==> config.mk <==
export PLATFORM = sky130hd
export DESIGN_NAME = secv_core
export DESIGN_NICKNAME = d
export VERILOG_FILES = /design/src/core_pkg.sv /design/src/rv_isa_pkg.sv /design/src/core_ctrl.sv /design/src/decoder.sv /design/src/execute_unit.sv /design/src/lsu.sv /design/src/regfile.sv /design/src/secv_core.sv
export SDC_FILE = /design/constraint.sdc
export NUM_CORES = 2
export LEC_CHECK = 0
export ABC_AREA = 0
export BUFFER_PORTS_ARGS = -buffer_cell sky130_fd_sc_hd__buf_4
export CAP_MARGIN = 20
export CORE_ASPECT_RATIO = 1.2
export CORE_MARGIN = 5
export CORE_UTILIZATION = 54
export DETAILED_ROUTE_END_ITERATION = 10
export HOLD_SLACK_MARGIN = 0.15
export PLACE_DENSITY = 0.68
export SETUP_SLACK_MARGIN = 0.02
export SLEW_MARGIN = 20
export SYNTH_ARGS = -nofsm -noshare
export SYNTH_HDL_FRONTEND = slang
export SYNTH_SLANG_ARGS = --single-unit
==> constraint.sdc <==
create_clock -name clk_i -period 9.6 [get_ports clk_i]
set_clock_uncertainty 0.15 [all_clocks]
set_input_delay 1.44 -clock clk_i [delete_from_list [all_inputs] [get_ports clk_i]]
set_output_delay 1.44 -clock clk_i [all_outputs]
set_load 0.05 [all_outputs]
==> src/core_pkg.sv <==
// Core control types
package core_pkg;

    // Main FSM states
    typedef enum logic [2:0] {
        ST_IDLE,
        ST_FETCH,
        ST_DECODE,
        ST_EXECUTE,
        ST_MEM,
        ST_WB
    } state_t;

    // ALU operations
    typedef enum logic [3:0] {
        ALU_ADD,
        ALU_SUB,
        ALU_SLL,
        ALU_SLT,
        ALU_SLTU,
        ALU_XOR,
        ALU_SRL,
        ALU_SRA,
        ALU_OR,
        ALU_AND
    } alu_op_t;

    // Operand and write-back selects
    typedef enum logic [1:0] {SRC1_ZERO, SRC1_RS1, SRC1_PC} src1_sel_t;
    typedef enum logic {SRC2_RS2, SRC2_IMM} src2_sel_t;
    typedef enum logic [1:0] {RD_NONE, RD_ALU, RD_LOAD, RD_PC4} rd_sel_t;

    // Next PC source
    typedef enum logic [1:0] {PC_INC, PC_BRANCH, PC_JALR} pc_sel_t;

    // Condition code for JAL, a branch encoding RV32I leaves unused
    localparam logic [2:0] BR_ALWAYS = 3'b010;
endpackage

==> src/rv_isa_pkg.sv <==
// RV32I instruction set encodings
package rv_isa_pkg;

    // Basic machine widths
    typedef logic [31:0] xlen_word_t;
    typedef logic [31:0] inst_t;
    typedef logic [4:0]  reg_adr_t;
    typedef logic [2:0]  funct3_t;

    // Major opcodes of the supported subset
    typedef enum logic [6:0] {
        OPC_LOAD   = 7'b0000011,
        OPC_OP_IMM = 7'b0010011,
        OPC_AUIPC  = 7'b0010111,
        OPC_STORE  = 7'b0100011,
        OPC_OP     = 7'b0110011,
        OPC_LUI    = 7'b0110111,
        OPC_BRANCH = 7'b1100011,
        OPC_JALR   = 7'b1100111,
        OPC_JAL    = 7'b1101111
    } opcode_t;

    // Arithmetic and logic function codes
    localparam funct3_t F3_ADD_SUB = 3'b000;
    localparam funct3_t F3_SLL     = 3'b001;
    localparam funct3_t F3_SLT     = 3'b010;
    localparam funct3_t F3_SLTU    = 3'b011;
    localparam funct3_t F3_XOR     = 3'b100;
    localparam funct3_t F3_SRL_SRA = 3'b101;
    localparam funct3_t F3_OR      = 3'b110;
    localparam funct3_t F3_AND     = 3'b111;

    // Branch conditions
    localparam funct3_t F3_BEQ  = 3'b000;
    localparam funct3_t F3_BNE  = 3'b001;
    localparam funct3_t F3_BLT  = 3'b100;
    localparam funct3_t F3_BGE  = 3'b101;
    localparam funct3_t F3_BLTU = 3'b110;
    localparam funct3_t F3_BGEU = 3'b111;

    // ADDI x0, x0, 0
    localparam inst_t INST_NOP = 32'h0000_0013;
endpackage

==> src/core_ctrl.sv <==
// Main control FSM with fetch and write-back
module core_ctrl import rv_isa_pkg::*, core_pkg::*; #(
    parameter int IADR_WIDTH = 8
) (
    input  logic                  clk_i,
    input  logic                  rst_i,
    input  inst_t                 imem_dat_i,
    input  logic                  imem_ack_i,
    input  pc_sel_t               pc_sel_i,
    input  rd_sel_t               rd_sel_i,
    input  logic                  is_mem_i,
    input  logic                  take_i,
    input  xlen_word_t            target_i,
    input  xlen_word_t            alu_res_i,
    input  xlen_word_t            load_dat_i,
    input  logic                  mem_done_i,
    output logic                  imem_cyc_o,
    output logic                  imem_stb_o,
    output logic [IADR_WIDTH-1:0] imem_adr_o,
    output inst_t                 ir_o,
    output xlen_word_t            pc_o,
    output logic                  mem_start_o,
    output xlen_word_t            rd_dat_o,
    output logic                  rd_we_o
);
    state_t     state, state_next;
    xlen_word_t pc, pc_next, pc_inc;
    inst_t      ir;

    always_ff @(posedge clk_i) begin
        if (rst_i) begin
            state <= ST_IDLE;
            pc    <= '0;
            ir    <= INST_NOP;
        end else begin
            state <= state_next;
            if (state == ST_FETCH && imem_ack_i) begin
                ir <= imem_dat_i;
            end
            if (state == ST_WB) begin
                pc <= pc_next;
            end
        end
    end

    // Sequencing, FETCH and MEM wait on their ack
    always_comb begin
        unique case (state)
            ST_IDLE:    state_next = ST_FETCH;
            ST_FETCH:   state_next = imem_ack_i ? ST_DECODE : ST_FETCH;
            ST_DECODE:  state_next = ST_EXECUTE;
            ST_EXECUTE: state_next = is_mem_i ? ST_MEM : ST_WB;
            ST_MEM:     state_next = mem_done_i ? ST_WB : ST_MEM;
            default:    state_next = ST_FETCH;
        endcase
    end

    // Instruction bus request held through FETCH
    assign imem_cyc_o = (state == ST_FETCH);
    assign imem_stb_o = (state == ST_FETCH);
    assign imem_adr_o = pc[IADR_WIDTH-1:0];

    // One-cycle kick for the LSU
    assign mem_start_o = (state == ST_EXECUTE) && is_mem_i;

    // Next PC, JALR target with bit 0 cleared
    assign pc_inc = pc + 32'd4;
    always_comb begin
        case (pc_sel_i)
            PC_BRANCH: pc_next = take_i ? target_i : pc_inc;
            PC_JALR:   pc_next = {alu_res_i[31:1], 1'b0};
            default:   pc_next = pc_inc;
        endcase
    end

    // Write-back value
    always_comb begin
        case (rd_sel_i)
            RD_LOAD: rd_dat_o = load_dat_i;
            RD_PC4:  rd_dat_o = pc_inc;
            default: rd_dat_o = alu_res_i;
        endcase
    end

    assign rd_we_o = (state == ST_WB) && (rd_sel_i != RD_NONE);
    assign ir_o    = ir;
    assign pc_o    = pc;
endmodule

==> src/decoder.sv <==
// Instruction decoder
module decoder import rv_isa_pkg::*, core_pkg::*; (
    input  inst_t      ir_i,
    output reg_adr_t   rs1_adr_o,
    output reg_adr_t   rs2_adr_o,
    output reg_adr_t   rd_adr_o,
    output funct3_t    funct3_o,
    output xlen_word_t imm_o,
    output alu_op_t    alu_op_o,
    output src1_sel_t  src1_sel_o,
    output src2_sel_t  src2_sel_o,
    output rd_sel_t    rd_sel_o,
    output pc_sel_t    pc_sel_o,
    output logic       is_branch_o,
    output logic       is_mem_o,
    output logic       mem_we_o
);
    opcode_t    opcode;
    funct3_t    funct3;
    xlen_word_t imm_i, imm_s, imm_b, imm_u, imm_j;
    alu_op_t    alu_fn;
    rd_sel_t    rd_sel;

    // Instruction fields
    assign opcode    = opcode_t'(ir_i[6:0]);
    assign funct3    = ir_i[14:12];
    assign rs1_adr_o = ir_i[19:15];
    assign rs2_adr_o = ir_i[24:20];
    assign rd_adr_o  = ir_i[11:7];

    // Sign-extended immediate formats
    assign imm_i = {{20{ir_i[31]}}, ir_i[31:20]};
    assign imm_s = {{20{ir_i[31]}}, ir_i[31:25], ir_i[11:7]};
    assign imm_b = {{19{ir_i[31]}}, ir_i[31], ir_i[7], ir_i[30:25], ir_i[11:8], 1'b0};
    assign imm_u = {ir_i[31:12], 12'b0};
    assign imm_j = {{11{ir_i[31]}}, ir_i[31], ir_i[19:12], ir_i[20], ir_i[30:21], 1'b0};

    // ALU function for OP and OP-IMM
    always_comb begin
        unique case (funct3)
            // SUB only exists in register form
            F3_ADD_SUB: alu_fn = (opcode == OPC_OP && ir_i[30]) ? ALU_SUB : ALU_ADD;
            F3_SLL:     alu_fn = ALU_SLL;
            F3_SLT:     alu_fn = ALU_SLT;
            F3_SLTU:    alu_fn = ALU_SLTU;
            F3_XOR:     alu_fn = ALU_XOR;
            F3_SRL_SRA: alu_fn = ir_i[30] ? ALU_SRA : ALU_SRL;
            F3_OR:      alu_fn = ALU_OR;
            F3_AND:     alu_fn = ALU_AND;
        endcase
    end

    // Control selects per opcode
    always_comb begin
        // No-op defaults, also for unknown opcodes
        imm_o       = imm_i;
        funct3_o    = funct3;
        alu_op_o    = ALU_ADD;
        src1_sel_o  = SRC1_ZERO;
        src2_sel_o  = SRC2_IMM;
        rd_sel      = RD_NONE;
        pc_sel_o    = PC_INC;
        is_branch_o = 1'b0;
        is_mem_o    = 1'b0;
        mem_we_o    = 1'b0;
        case (opcode)
            OPC_OP: begin
                alu_op_o = alu_fn;
                src1_sel_o = SRC1_RS1;
                src2_sel_o = SRC2_RS2;
                rd_sel = RD_ALU;
            end
            OPC_OP_IMM: begin
                alu_op_o = alu_fn;
                src1_sel_o = SRC1_RS1;
                rd_sel = RD_ALU;
            end
            OPC_LUI: begin
                imm_o = imm_u;
                rd_sel = RD_ALU;
            end
            OPC_AUIPC: begin
                imm_o = imm_u;
                src1_sel_o = SRC1_PC;
                rd_sel = RD_ALU;
            end
            OPC_JAL: begin
                // Always-taken branch with link
                imm_o = imm_j;
                funct3_o = BR_ALWAYS;
                is_branch_o = 1'b1;
                pc_sel_o = PC_BRANCH;
                rd_sel = RD_PC4;
            end
            OPC_JALR: begin
                src1_sel_o = SRC1_RS1;
                pc_sel_o = PC_JALR;
                rd_sel = RD_PC4;
            end
            OPC_BRANCH: begin
                imm_o = imm_b;
                is_branch_o = 1'b1;
                pc_sel_o = PC_BRANCH;
            end
            OPC_LOAD: begin
                src1_sel_o = SRC1_RS1;
                is_mem_o = 1'b1;
                rd_sel = RD_LOAD;
            end
            OPC_STORE: begin
                imm_o = imm_s;
                src1_sel_o = SRC1_RS1;
                is_mem_o = 1'b1;
                mem_we_o = 1'b1;
            end
            default: ;
        endcase
    end

    // Writes to x0 are dropped here
    assign rd_sel_o = (rd_adr_o == '0) ? RD_NONE : rd_sel;
endmodule

==> src/execute_unit.sv <==
// Operand select, ALU and branch compare
module execute_unit import rv_isa_pkg::*, core_pkg::*; (
    input  xlen_word_t rs1_dat_i,
    input  xlen_word_t rs2_dat_i,
    input  xlen_word_t pc_i,
    input  xlen_word_t imm_i,
    input  alu_op_t    alu_op_i,
    input  src1_sel_t  src1_sel_i,
    input  src2_sel_t  src2_sel_i,
    input  logic       is_branch_i,
    input  funct3_t    funct3_i,
    output xlen_word_t res_o,
    output xlen_word_t target_o,
    output logic       take_o
);
    xlen_word_t src1, src2;
    logic [4:0] shamt;
    logic       cond;

    // Operand 1, zero for LUI and no-ops
    always_comb begin
        case (src1_sel_i)
            SRC1_RS1: src1 = rs1_dat_i;
            SRC1_PC:  src1 = pc_i;
            default:  src1 = '0;
        endcase
    end

    assign src2  = (src2_sel_i == SRC2_IMM) ? imm_i : rs2_dat_i;
    assign shamt = src2[4:0];

    always_comb begin
        unique case (alu_op_i)
            ALU_ADD:  res_o = src1 + src2;
            ALU_SUB:  res_o = src1 - src2;
            ALU_SLL:  res_o = src1 << shamt;
            ALU_SLT:  res_o = {31'b0, $signed(src1) < $signed(src2)};
            ALU_SLTU: res_o = {31'b0, src1 < src2};
            ALU_XOR:  res_o = src1 ^ src2;
            ALU_SRL:  res_o = src1 >> shamt;
            ALU_SRA:  res_o = $signed(src1) >>> shamt;
            ALU_OR:   res_o = src1 | src2;
            default:  res_o = src1 & src2;
        endcase
    end

    // Branch and JAL destination
    assign target_o = pc_i + imm_i;

    // Branch condition on the raw register values
    always_comb begin
        case (funct3_i)
            F3_BEQ:    cond = rs1_dat_i == rs2_dat_i;
            F3_BNE:    cond = rs1_dat_i != rs2_dat_i;
            F3_BLT:    cond = $signed(rs1_dat_i) < $signed(rs2_dat_i);
            F3_BGE:    cond = $signed(rs1_dat_i) >= $signed(rs2_dat_i);
            F3_BLTU:   cond = rs1_dat_i < rs2_dat_i;
            F3_BGEU:   cond = rs1_dat_i >= rs2_dat_i;
            BR_ALWAYS: cond = 1'b1;
            default:   cond = 1'b0;
        endcase
    end

    assign take_o = is_branch_i & cond;
endmodule

==> src/lsu.sv <==
// Data bus master for word loads and stores
module lsu import rv_isa_pkg::*; #(
    parameter int DADR_WIDTH = 8
) (
    input  logic                  clk_i,
    input  logic                  rst_i,
    input  logic                  start_i,
    input  logic                  we_i,
    input  xlen_word_t            adr_i,
    input  xlen_word_t            wdat_i,
    input  xlen_word_t            dmem_dat_i,
    input  logic                  dmem_ack_i,
    output logic                  done_o,
    output xlen_word_t            rdat_o,
    output logic                  dmem_cyc_o,
    output logic                  dmem_stb_o,
    output logic                  dmem_we_o,
    output logic [DADR_WIDTH-1:0] dmem_adr_o,
    output xlen_word_t            dmem_dat_o
);
    // Bus cycle control
    always_ff @(posedge clk_i) begin
        if (rst_i) begin
            dmem_cyc_o <= 1'b0;
            dmem_we_o  <= 1'b0;
        end else if (start_i) begin
            dmem_cyc_o <= 1'b1;
            dmem_we_o  <= we_i;
        end else if (dmem_cyc_o && dmem_ack_i) begin
            dmem_cyc_o <= 1'b0;
            dmem_we_o  <= 1'b0;
        end
    end

    // Request payload, held for the whole cycle
    always_ff @(posedge clk_i) begin
        if (start_i) begin
            dmem_adr_o <= adr_i[DADR_WIDTH-1:0];
            dmem_dat_o <= wdat_i;
        end
        // Load data captured in the ack cycle
        if (dmem_cyc_o && dmem_ack_i && !dmem_we_o) begin
            rdat_o <= dmem_dat_i;
        end
    end

    // Single request per cycle, stb follows cyc
    assign dmem_stb_o = dmem_cyc_o;
    assign done_o     = dmem_cyc_o & dmem_ack_i;
endmodule

==> src/regfile.sv <==
// General purpose register file
module regfile import rv_isa_pkg::*; (
    input  logic       clk_i,
    input  logic       rst_i,
    input  reg_adr_t   rs1_adr_i,
    input  reg_adr_t   rs2_adr_i,
    input  reg_adr_t   rd_adr_i,
    input  xlen_word_t rd_dat_i,
    input  logic       rd_we_i,
    output xlen_word_t rs1_dat_o,
    output xlen_word_t rs2_dat_o
);
    // x1 to x31, x0 has no storage
    xlen_word_t regs [1:31];

    always_ff @(posedge clk_i) begin
        if (rst_i) begin
            for (int i = 1; i < 32; i++) begin
                regs[i] <= '0;
            end
        end else if (rd_we_i && rd_adr_i != '0) begin
            regs[rd_adr_i] <= rd_dat_i;
        end
    end

    // Asynchronous read ports
    assign rs1_dat_o = (rs1_adr_i == '0) ? '0 : regs[rs1_adr_i];
    assign rs2_dat_o = (rs2_adr_i == '0) ? '0 : regs[rs2_adr_i];
endmodule

==> src/secv_core.sv <==
// Multi-cycle RV32I core
module secv_core import rv_isa_pkg::*, core_pkg::*; #(
    parameter int IADR_WIDTH = 8,
    parameter int DADR_WIDTH = 8
) (
    input  logic                  clk_i,
    input  logic                  rst_i,
    // Instruction bus
    output logic                  imem_cyc_o,
    output logic                  imem_stb_o,
    output logic [IADR_WIDTH-1:0] imem_adr_o,
    input  xlen_word_t            imem_dat_i,
    input  logic                  imem_ack_i,
    // Data bus
    output logic                  dmem_cyc_o,
    output logic                  dmem_stb_o,
    output logic                  dmem_we_o,
    output logic [DADR_WIDTH-1:0] dmem_adr_o,
    output xlen_word_t            dmem_dat_o,
    input  xlen_word_t            dmem_dat_i,
    input  logic                  dmem_ack_i
);
    inst_t      ir;
    xlen_word_t pc, imm, rs1_dat, rs2_dat, rd_dat, alu_res, target, load_dat;
    reg_adr_t   rs1_adr, rs2_adr, rd_adr;
    funct3_t    funct3;
    alu_op_t    alu_op;
    src1_sel_t  src1_sel;
    src2_sel_t  src2_sel;
    rd_sel_t    rd_sel;
    pc_sel_t    pc_sel;
    logic       is_branch, is_mem, mem_we, take, rd_we, mem_start, mem_done;

    core_ctrl #(.IADR_WIDTH(IADR_WIDTH)) ctrl0 (
        .clk_i(clk_i), .rst_i(rst_i),
        .imem_dat_i(imem_dat_i), .imem_ack_i(imem_ack_i),
        .pc_sel_i(pc_sel), .rd_sel_i(rd_sel), .is_mem_i(is_mem),
        .take_i(take), .target_i(target), .alu_res_i(alu_res),
        .load_dat_i(load_dat), .mem_done_i(mem_done),
        .imem_cyc_o(imem_cyc_o), .imem_stb_o(imem_stb_o), .imem_adr_o(imem_adr_o),
        .ir_o(ir), .pc_o(pc), .mem_start_o(mem_start),
        .rd_dat_o(rd_dat), .rd_we_o(rd_we)
    );

    decoder dec0 (
        .ir_i(ir),
        .rs1_adr_o(rs1_adr), .rs2_adr_o(rs2_adr), .rd_adr_o(rd_adr),
        .funct3_o(funct3), .imm_o(imm), .alu_op_o(alu_op),
        .src1_sel_o(src1_sel), .src2_sel_o(src2_sel),
        .rd_sel_o(rd_sel), .pc_sel_o(pc_sel),
        .is_branch_o(is_branch), .is_mem_o(is_mem), .mem_we_o(mem_we)
    );

    regfile gpr0 (
        .clk_i(clk_i), .rst_i(rst_i),
        .rs1_adr_i(rs1_adr), .rs2_adr_i(rs2_adr), .rd_adr_i(rd_adr),
        .rd_dat_i(rd_dat), .rd_we_i(rd_we),
        .rs1_dat_o(rs1_dat), .rs2_dat_o(rs2_dat)
    );

    execute_unit exu0 (
        .rs1_dat_i(rs1_dat), .rs2_dat_i(rs2_dat), .pc_i(pc), .imm_i(imm),
        .alu_op_i(alu_op), .src1_sel_i(src1_sel), .src2_sel_i(src2_sel),
        .is_branch_i(is_branch), .funct3_i(funct3),
        .res_o(alu_res), .target_o(target), .take_o(take)
    );

    // Store data comes straight from rs2
    lsu #(.DADR_WIDTH(DADR_WIDTH)) lsu0 (
        .clk_i(clk_i), .rst_i(rst_i),
        .start_i(mem_start), .we_i(mem_we), .adr_i(alu_res), .wdat_i(rs2_dat),
        .dmem_dat_i(dmem_dat_i), .dmem_ack_i(dmem_ack_i),
        .done_o(mem_done), .rdat_o(load_dat),
        .dmem_cyc_o(dmem_cyc_o), .dmem_stb_o(dmem_stb_o), .dmem_we_o(dmem_we_o),
        .dmem_adr_o(dmem_adr_o), .dmem_dat_o(dmem_dat_o)
    );
endmodule

## Yosys cells after proc, flatten, opt, wreduce, memory -nomap -nowiden

Memory sizes are Yosys's and may differ from the RTL's. A register that Yosys moved wholly into a read port is not among the register bits.
Index checks and enable logic that the tools add are counted.

- Add/sub/neg operators: 4
- Magnitude comparators: 6
- Equal/unequal tests: 43
- Shift-type cells: 3
- Muxes and demuxes: 41
- Bitwise logic cells: 5
- Reduce and logical (&&, ||, !) cells: 25

Operators with widths:

| cell | number |
|---|---|
| $pmux 32 s9 | 1 |
| $pmux 32 s2 | 3 |
| $mux 32 | 5 |
| $lt 32x32->1 | 4 |
| $pmux 31 s4 | 1 |
| $add 32x32->32 | 2 |
| $ge 32x32->1 | 2 |
| $add 32x3->32 const B | 1 |
| $and 32x32->32 | 1 |
| $eq 32x32->1 | 1 |
| $ne 32x32->1 | 1 |
| $or 32x32->32 | 1 |
| $pmux 4 s8 | 1 |
| $reduce_or 32->1 | 1 |
| $shl 32x5->32 | 1 |
| $shr 32x5->32 | 1 |
| $sshr 32x5->32 | 1 |
| $sub 32x32->32 | 1 |
| $xor 32x32->32 | 1 |
| $eq 3x3->1 const B | 10 |
| $mux 5 | 5 |
| $eq 7x6->1 const B | 3 |
| $eq 7x7->1 const B | 3 |
| $eq 4x3->1 const B | 4 |
| 28 further kinds | 72 |

- Bits in registers: 141
- Bits in writable memories: 992
- Input bits: 68
- Output and inout bits: 53
- Logic and storage cells: 136
- Memories kept: 1

Memory list:

| memory | words | bits a word | rd ports | clocked after Yosys merged registers in | write ports | RTL line | RTL |
|---|---|---|---|---|---|---|---|
| gpr0.regs | 31 | 32 | 2 | 2 | 31 | regfile.sv:14 | `xlen_word_t regs [1:31];` |

## Depth between registers and ports, before layout

- Word-level depth: 12
- Depth in mapped cells: 28
- Gate-level depth less buffers: 24

## Cells and area by module

A second synthesis with hierarchy kept.

- Cell total of the unflattened synthesis: 6506
- Area total of the unflattened synthesis: 74386.3 um^2

Modules (own cells, without submodules):

| module | instances | cells each | area an instance (um^2) |
|---|---|---|---|
| regfile | 1 | 3765 | 54631.1 |
| execute_unit | 1 | 1908 | 11974.0 |
| core_ctrl | 1 | 626 | 4657.0 |
| lsu | 1 | 84 | 2255.9 |
| decoder | 1 | 123 | 868.3 |

## Least setup slack after synthesis

OpenSTA, ideal clock, no wires.

- Path type: register to register
- Start: register with a tool-made name
- End: memory gpr0.regs[10][25] (netlist bit), data pin
- Arrival time: 6.355 ns
- Slack: 2.830 ns
- Cell stages (with the launch flop): 24
- Path buffers: 6
- Period minus slack after synthesis: 6.770 ns
- Path through: dfxtp_1 > buf_4 > buf_2 > buf_1 > buf_1 > mux4_2 > mux4_2 > mux2_2 > o21ai_0 > mux2i_1 > ha_1 > clkbuf_1 > nor2b_1 > o21ai_0 > a21oi_1 > o21bai_1 > a311oi_1 > or4_1 > o311ai_0 > a2111oi_0 > o21ai_0 > a31oi_1 > buf_2 > nor2_1

RTL lines:

| item | RTL line |
|---|---|
| end, declared | regfile.sv:14 |

==> out/summary.md <==
The flow ran to the end, and the final reports show no timing, DRC or antenna violations. STA puts the critical path data required time at 9930 ps. The share of Yosys cell area claimed by the top area cell type is 0.451, and the fill cell instance count of the final layout is 10,900. The maximum root-to-sink buffer count was 3; the count of flip-flops with a built-in enable after synthesis was 1,096. The critical path capture point type was a flip-flop. For the final routed database, the setup TNS stands at 0 ps. Number of nets at the end of the flow: 6,745. The area of the mapped netlist came out at 72,900 sq um. In the synthesized netlist the dominant register cell turns out to be edfxtp_1.

For this run, the slowest stage of the critical path takes 710 ps. The floorplan has 147 rows. The worst setup path is launched from a flip-flop.

The proportion of register bits with asynchronous set or reset after synthesis came out at 0. The initial core utilization was 0.544; the worst relative slew slack was 0.178. The tool flagged a number of max-cap violations equal to 0. The total global routing track utilization is 0.421. The run gives 35,600 sq um as the area occupied by multi-input gates. Once layout is done, the placed cells without fillers occupy 80,100 sq um.

The placed instances occupy a cell area of 76,300 sq um. For the count of unresolved DRC violations after routing, the log shows 0. The hold violation count in the final report is 0, and the post-cts hold buffer count is 0.

Dividing total power by cell area gives a power density of 171 nW/um^2. The cell taking the most area after synthesis was edfxtp_1. The run gives 770 ps as the clock latency at the later pin of the worst-skew pair. The tools report the register area share after synthesis as 0.473. The tools report the power consumption as 13.7 mW. The floorplan die width works out to 346 microns. The placed wire-length estimate is 208,000 microns, and the number of cells upsized or downsized after cts is 0. The tools report the via count as 60,000. The run gives 15 as the number of antenna violations at the first check in global routing. The remaining antenna violation count after routing was 0. The post-route clock period utilization came out at 0.883. Setup repair after global routing left no endpoint under its margin.

Die boundary height: 413 microns. The first global-routing pass estimated 431,000 microns of wire. For the pin with the worst max-slew slack, the measured transition is 1220 ps. TritonCTS built the clock tree. The post-place setup slack came out at 1370 ps. The slowest library cell on the worst path is a311oi_1. The run gives 1120 ps as the setup slack after layout.

The worst hold path belongs to the class reg -> reg. The clock root buffer is clkbuf_16. The tools report the iteration-0 DRC count of the detailed router as 8,669. The total wire length after detailed routing is 307,000 microns, and the number of slew-limit violations in the final report is 0. The number of buffers added for setup after CTS was 0. The worst setup path is of the reg -> reg kind. For the worst setup path, the data arrival time is 8810 ps.

The clock net in this run drives a total of 1,175 sinks. The shortest period the worst path allows was 8480 ps; the H-tree depth reported by CTS was 3. Pin placement for this block handled 121 I/O pins.

The post-detailed-route via-to-cell ratio was 7.14; the floorplan die area was 143,000 sq um. Across the VDD grid, the largest voltage drop is 163 uV. Number of distinct library cells after synthesis: 95.

After detailed routing, the average wire length per cell comes to 36.5 microns. The logs give 134,000 sq um for the core box area and 11 for the number of iterations in the first detailed-routing pass. Buffers placed on the I/O ports in this run total 120.

Ratio of cells with drive above 1 in the final layout: 0.171. For the via count of the first global-routing pass, the log shows 59,200. The cell family contributing the most delay on the critical path is compound AO/OA/AOI/OAI gates.

Yosys printed 0 warnings. After synthesis, the cell types taking the most area are edfxtp_1 (45%), mux4_2 (11%), mux2i_1 (8.9%). Traced cell by cell, the critical path runs through buf_12 -> buf_12 -> mux4_2 -> mux4_2 -> mux2_2 -> o21ai_0 -> a21oi_1 -> ha_1 -> inv_1 -> a21oi_1 -> nor2_1 -> o21ai_0 -> a211oi_1 -> a311oi_1 -> o311ai_0 -> and3_1 -> nor4_1 -> buf_4 -> nand3_1 -> a31oi_4 -> buf_12 -> nor2_1.

Synthesis inferred 1,175 register bits. The total overflow left after global routing is 0. Setup violations remaining at the end of the flow were counted as 0. The maximum number of pins on one net before global-route repair is 129.

After clock tree synthesis, the clock-pin slew on the worst setup and hold paths is 60 ps. In this design, the critical path's most frequently occurring cell is buf_12. For this run, the top clock speed supported by timing is 118 MHz. Synthesis handed over a netlist of 6,556 instances. The tools report the total clock buffers created by CTS as 119. In the final layout, flip-flops and latches occupy 34,500 sq um. The synthesis-to-finish area growth was 9.81%. The synthesized area divided by synthesized cell count was 11.1 sq um; the combined buffer and inverter count along the critical path was 5. At the end of routability-driven placement, the weighted congestion stood at 1.06. The largest fanout on the critical path works out to 74. For the static power due to leakage, the log shows 27.7 nW.
[metal layers]
metal,track usage,up-vias,wire length (microns)
met3,0.0943,1359,34600
met4,0.351,14,32200
li1,-,24600,-
met1,0.483,29400,99000
met2,0.679,4583,141000
met5,0,-,104
[placed cells by master, fill, tap and decap left out, types with 23 or more instances in the layout]
cell and n:
nand2_2 33, or3_1 27, a31oi_1 39, clkbuf_1 26
buf_4 373, mux2_2 43, inv_1 182, o211ai_1 37
nand2_1 273, mux2i_1 649, nor3_1 49, nor2b_1 33
a21o_1 56, a22oi_1 250, a32oi_1 25, conb_1 32
mux4_2 341, and3_1 35, edfxtp_1 1096, a21oi_1 434
nand2b_2 32, nand3_1 87, and2_1 45, nand2b_1 31
ha_1 164, xnor2_1 33, nor2_1 1169, dfxtp_1 71
nand4_1 29, clkinv_1 29, o21ai_0 152, clkbuf_16 121
xor2_1 34, o21bai_1 23, a211oi_1 81
[stage by stage]
| stage | util | hold slack (ps) | instances |
|---|---|---|---|
| 2_1_floorplan | - | 295 | 6587 |
| 3_3_place_gp | 0.569 | 335 | 8173 |
| 3_5_place_dp | 0.569 | 346 | 8175 |
| 4_1_cts | 0.597 | 354 | 8393 |
| 5_1_grt | 0.597 | 391 | 8396 |
| 6_report | 0.597 | 359 | 8401 |
[tightest hold or removal path, stage by stage (launching register included)]
cell,delay [ps]
dfxtp_1,340
nand2_1,70
a21oi_1,50
[layout make-up]
| type | count | area share |
|---|---|---|
| multi-input cells | 4621 | 0.445 |
| clock buffers | 154 | 0.0401 |
| flip-flops and latches | 1175 | 0.431 |
| well taps | 1788 | 0.0279 |
| diodes | 6 | 0.000187 |
| repair buffers | 395 | 0.0402 |
| clock inverters | 64 | 0.00637 |
| inverters | 198 | 0.00934 |
[cells in the mapped netlist (all sizes together), types with 51 or more instances]
library cell,number
nor2,1179
a21o,58
mux2i,652
edfxtp,1096
a211oi,81
inv,196
a22oi,251
nand3,87
a21oi,441
nor3,51
dfxtp,79
o21ai,156
mux4,342
ha,164
buf,285
nand2,307
clkbuf,308
nand2b,63
[power breakdown]
part / internal [mW] / leakage (nW) / switching [mW]
clock network: 2.49 / 1.82 / 2.06
registers: 5.78 / 11.9 / 0.136
logic: 1.01 / 14.1 / 2.21
[final timing paths]
path | from | to | slack, ps | cells past startpoint
max | flip-flop | gpr0.regs[31][31] | 1120 | 22
max reg2reg | flip-flop | gpr0.regs[31][31] | 1120 | 22
min reg2reg | ctrl0.ir_o[3] | ctrl0.ir_o[3] | 360 | 2
min | ctrl0.ir_o[3] | ctrl0.ir_o[3] | 360 | 2
[registers in the layout, indices dropped and copies added, names as in the netlist, named ones only]
register and cells:
ctrl0.pc_o 32, lsu0.dmem_dat_o 32, lsu0.dmem_we_o 1, ctrl0.ir_o 32
lsu0.rdat_o 32, ctrl0.state 3, lsu0.dmem_adr_o 8, lsu0.dmem_cyc_o 1
gpr0.regs 1024
[logic make-up after synthesis]
group / count (synthesis) / share of synthesized area
simple gates: 1945 / 0.115
flops: 1175 / 0.473
mux: 1037 / 0.202
xor+xnor: 67 / 0.00805
fa+ha+maj: 167 / 0.0290
other cells: 1 / 0.0000514
buf+inv: 791 / 0.0481
compound gates: 1373 / 0.125
No activity file was read; power rests on OpenSTA's default activity.
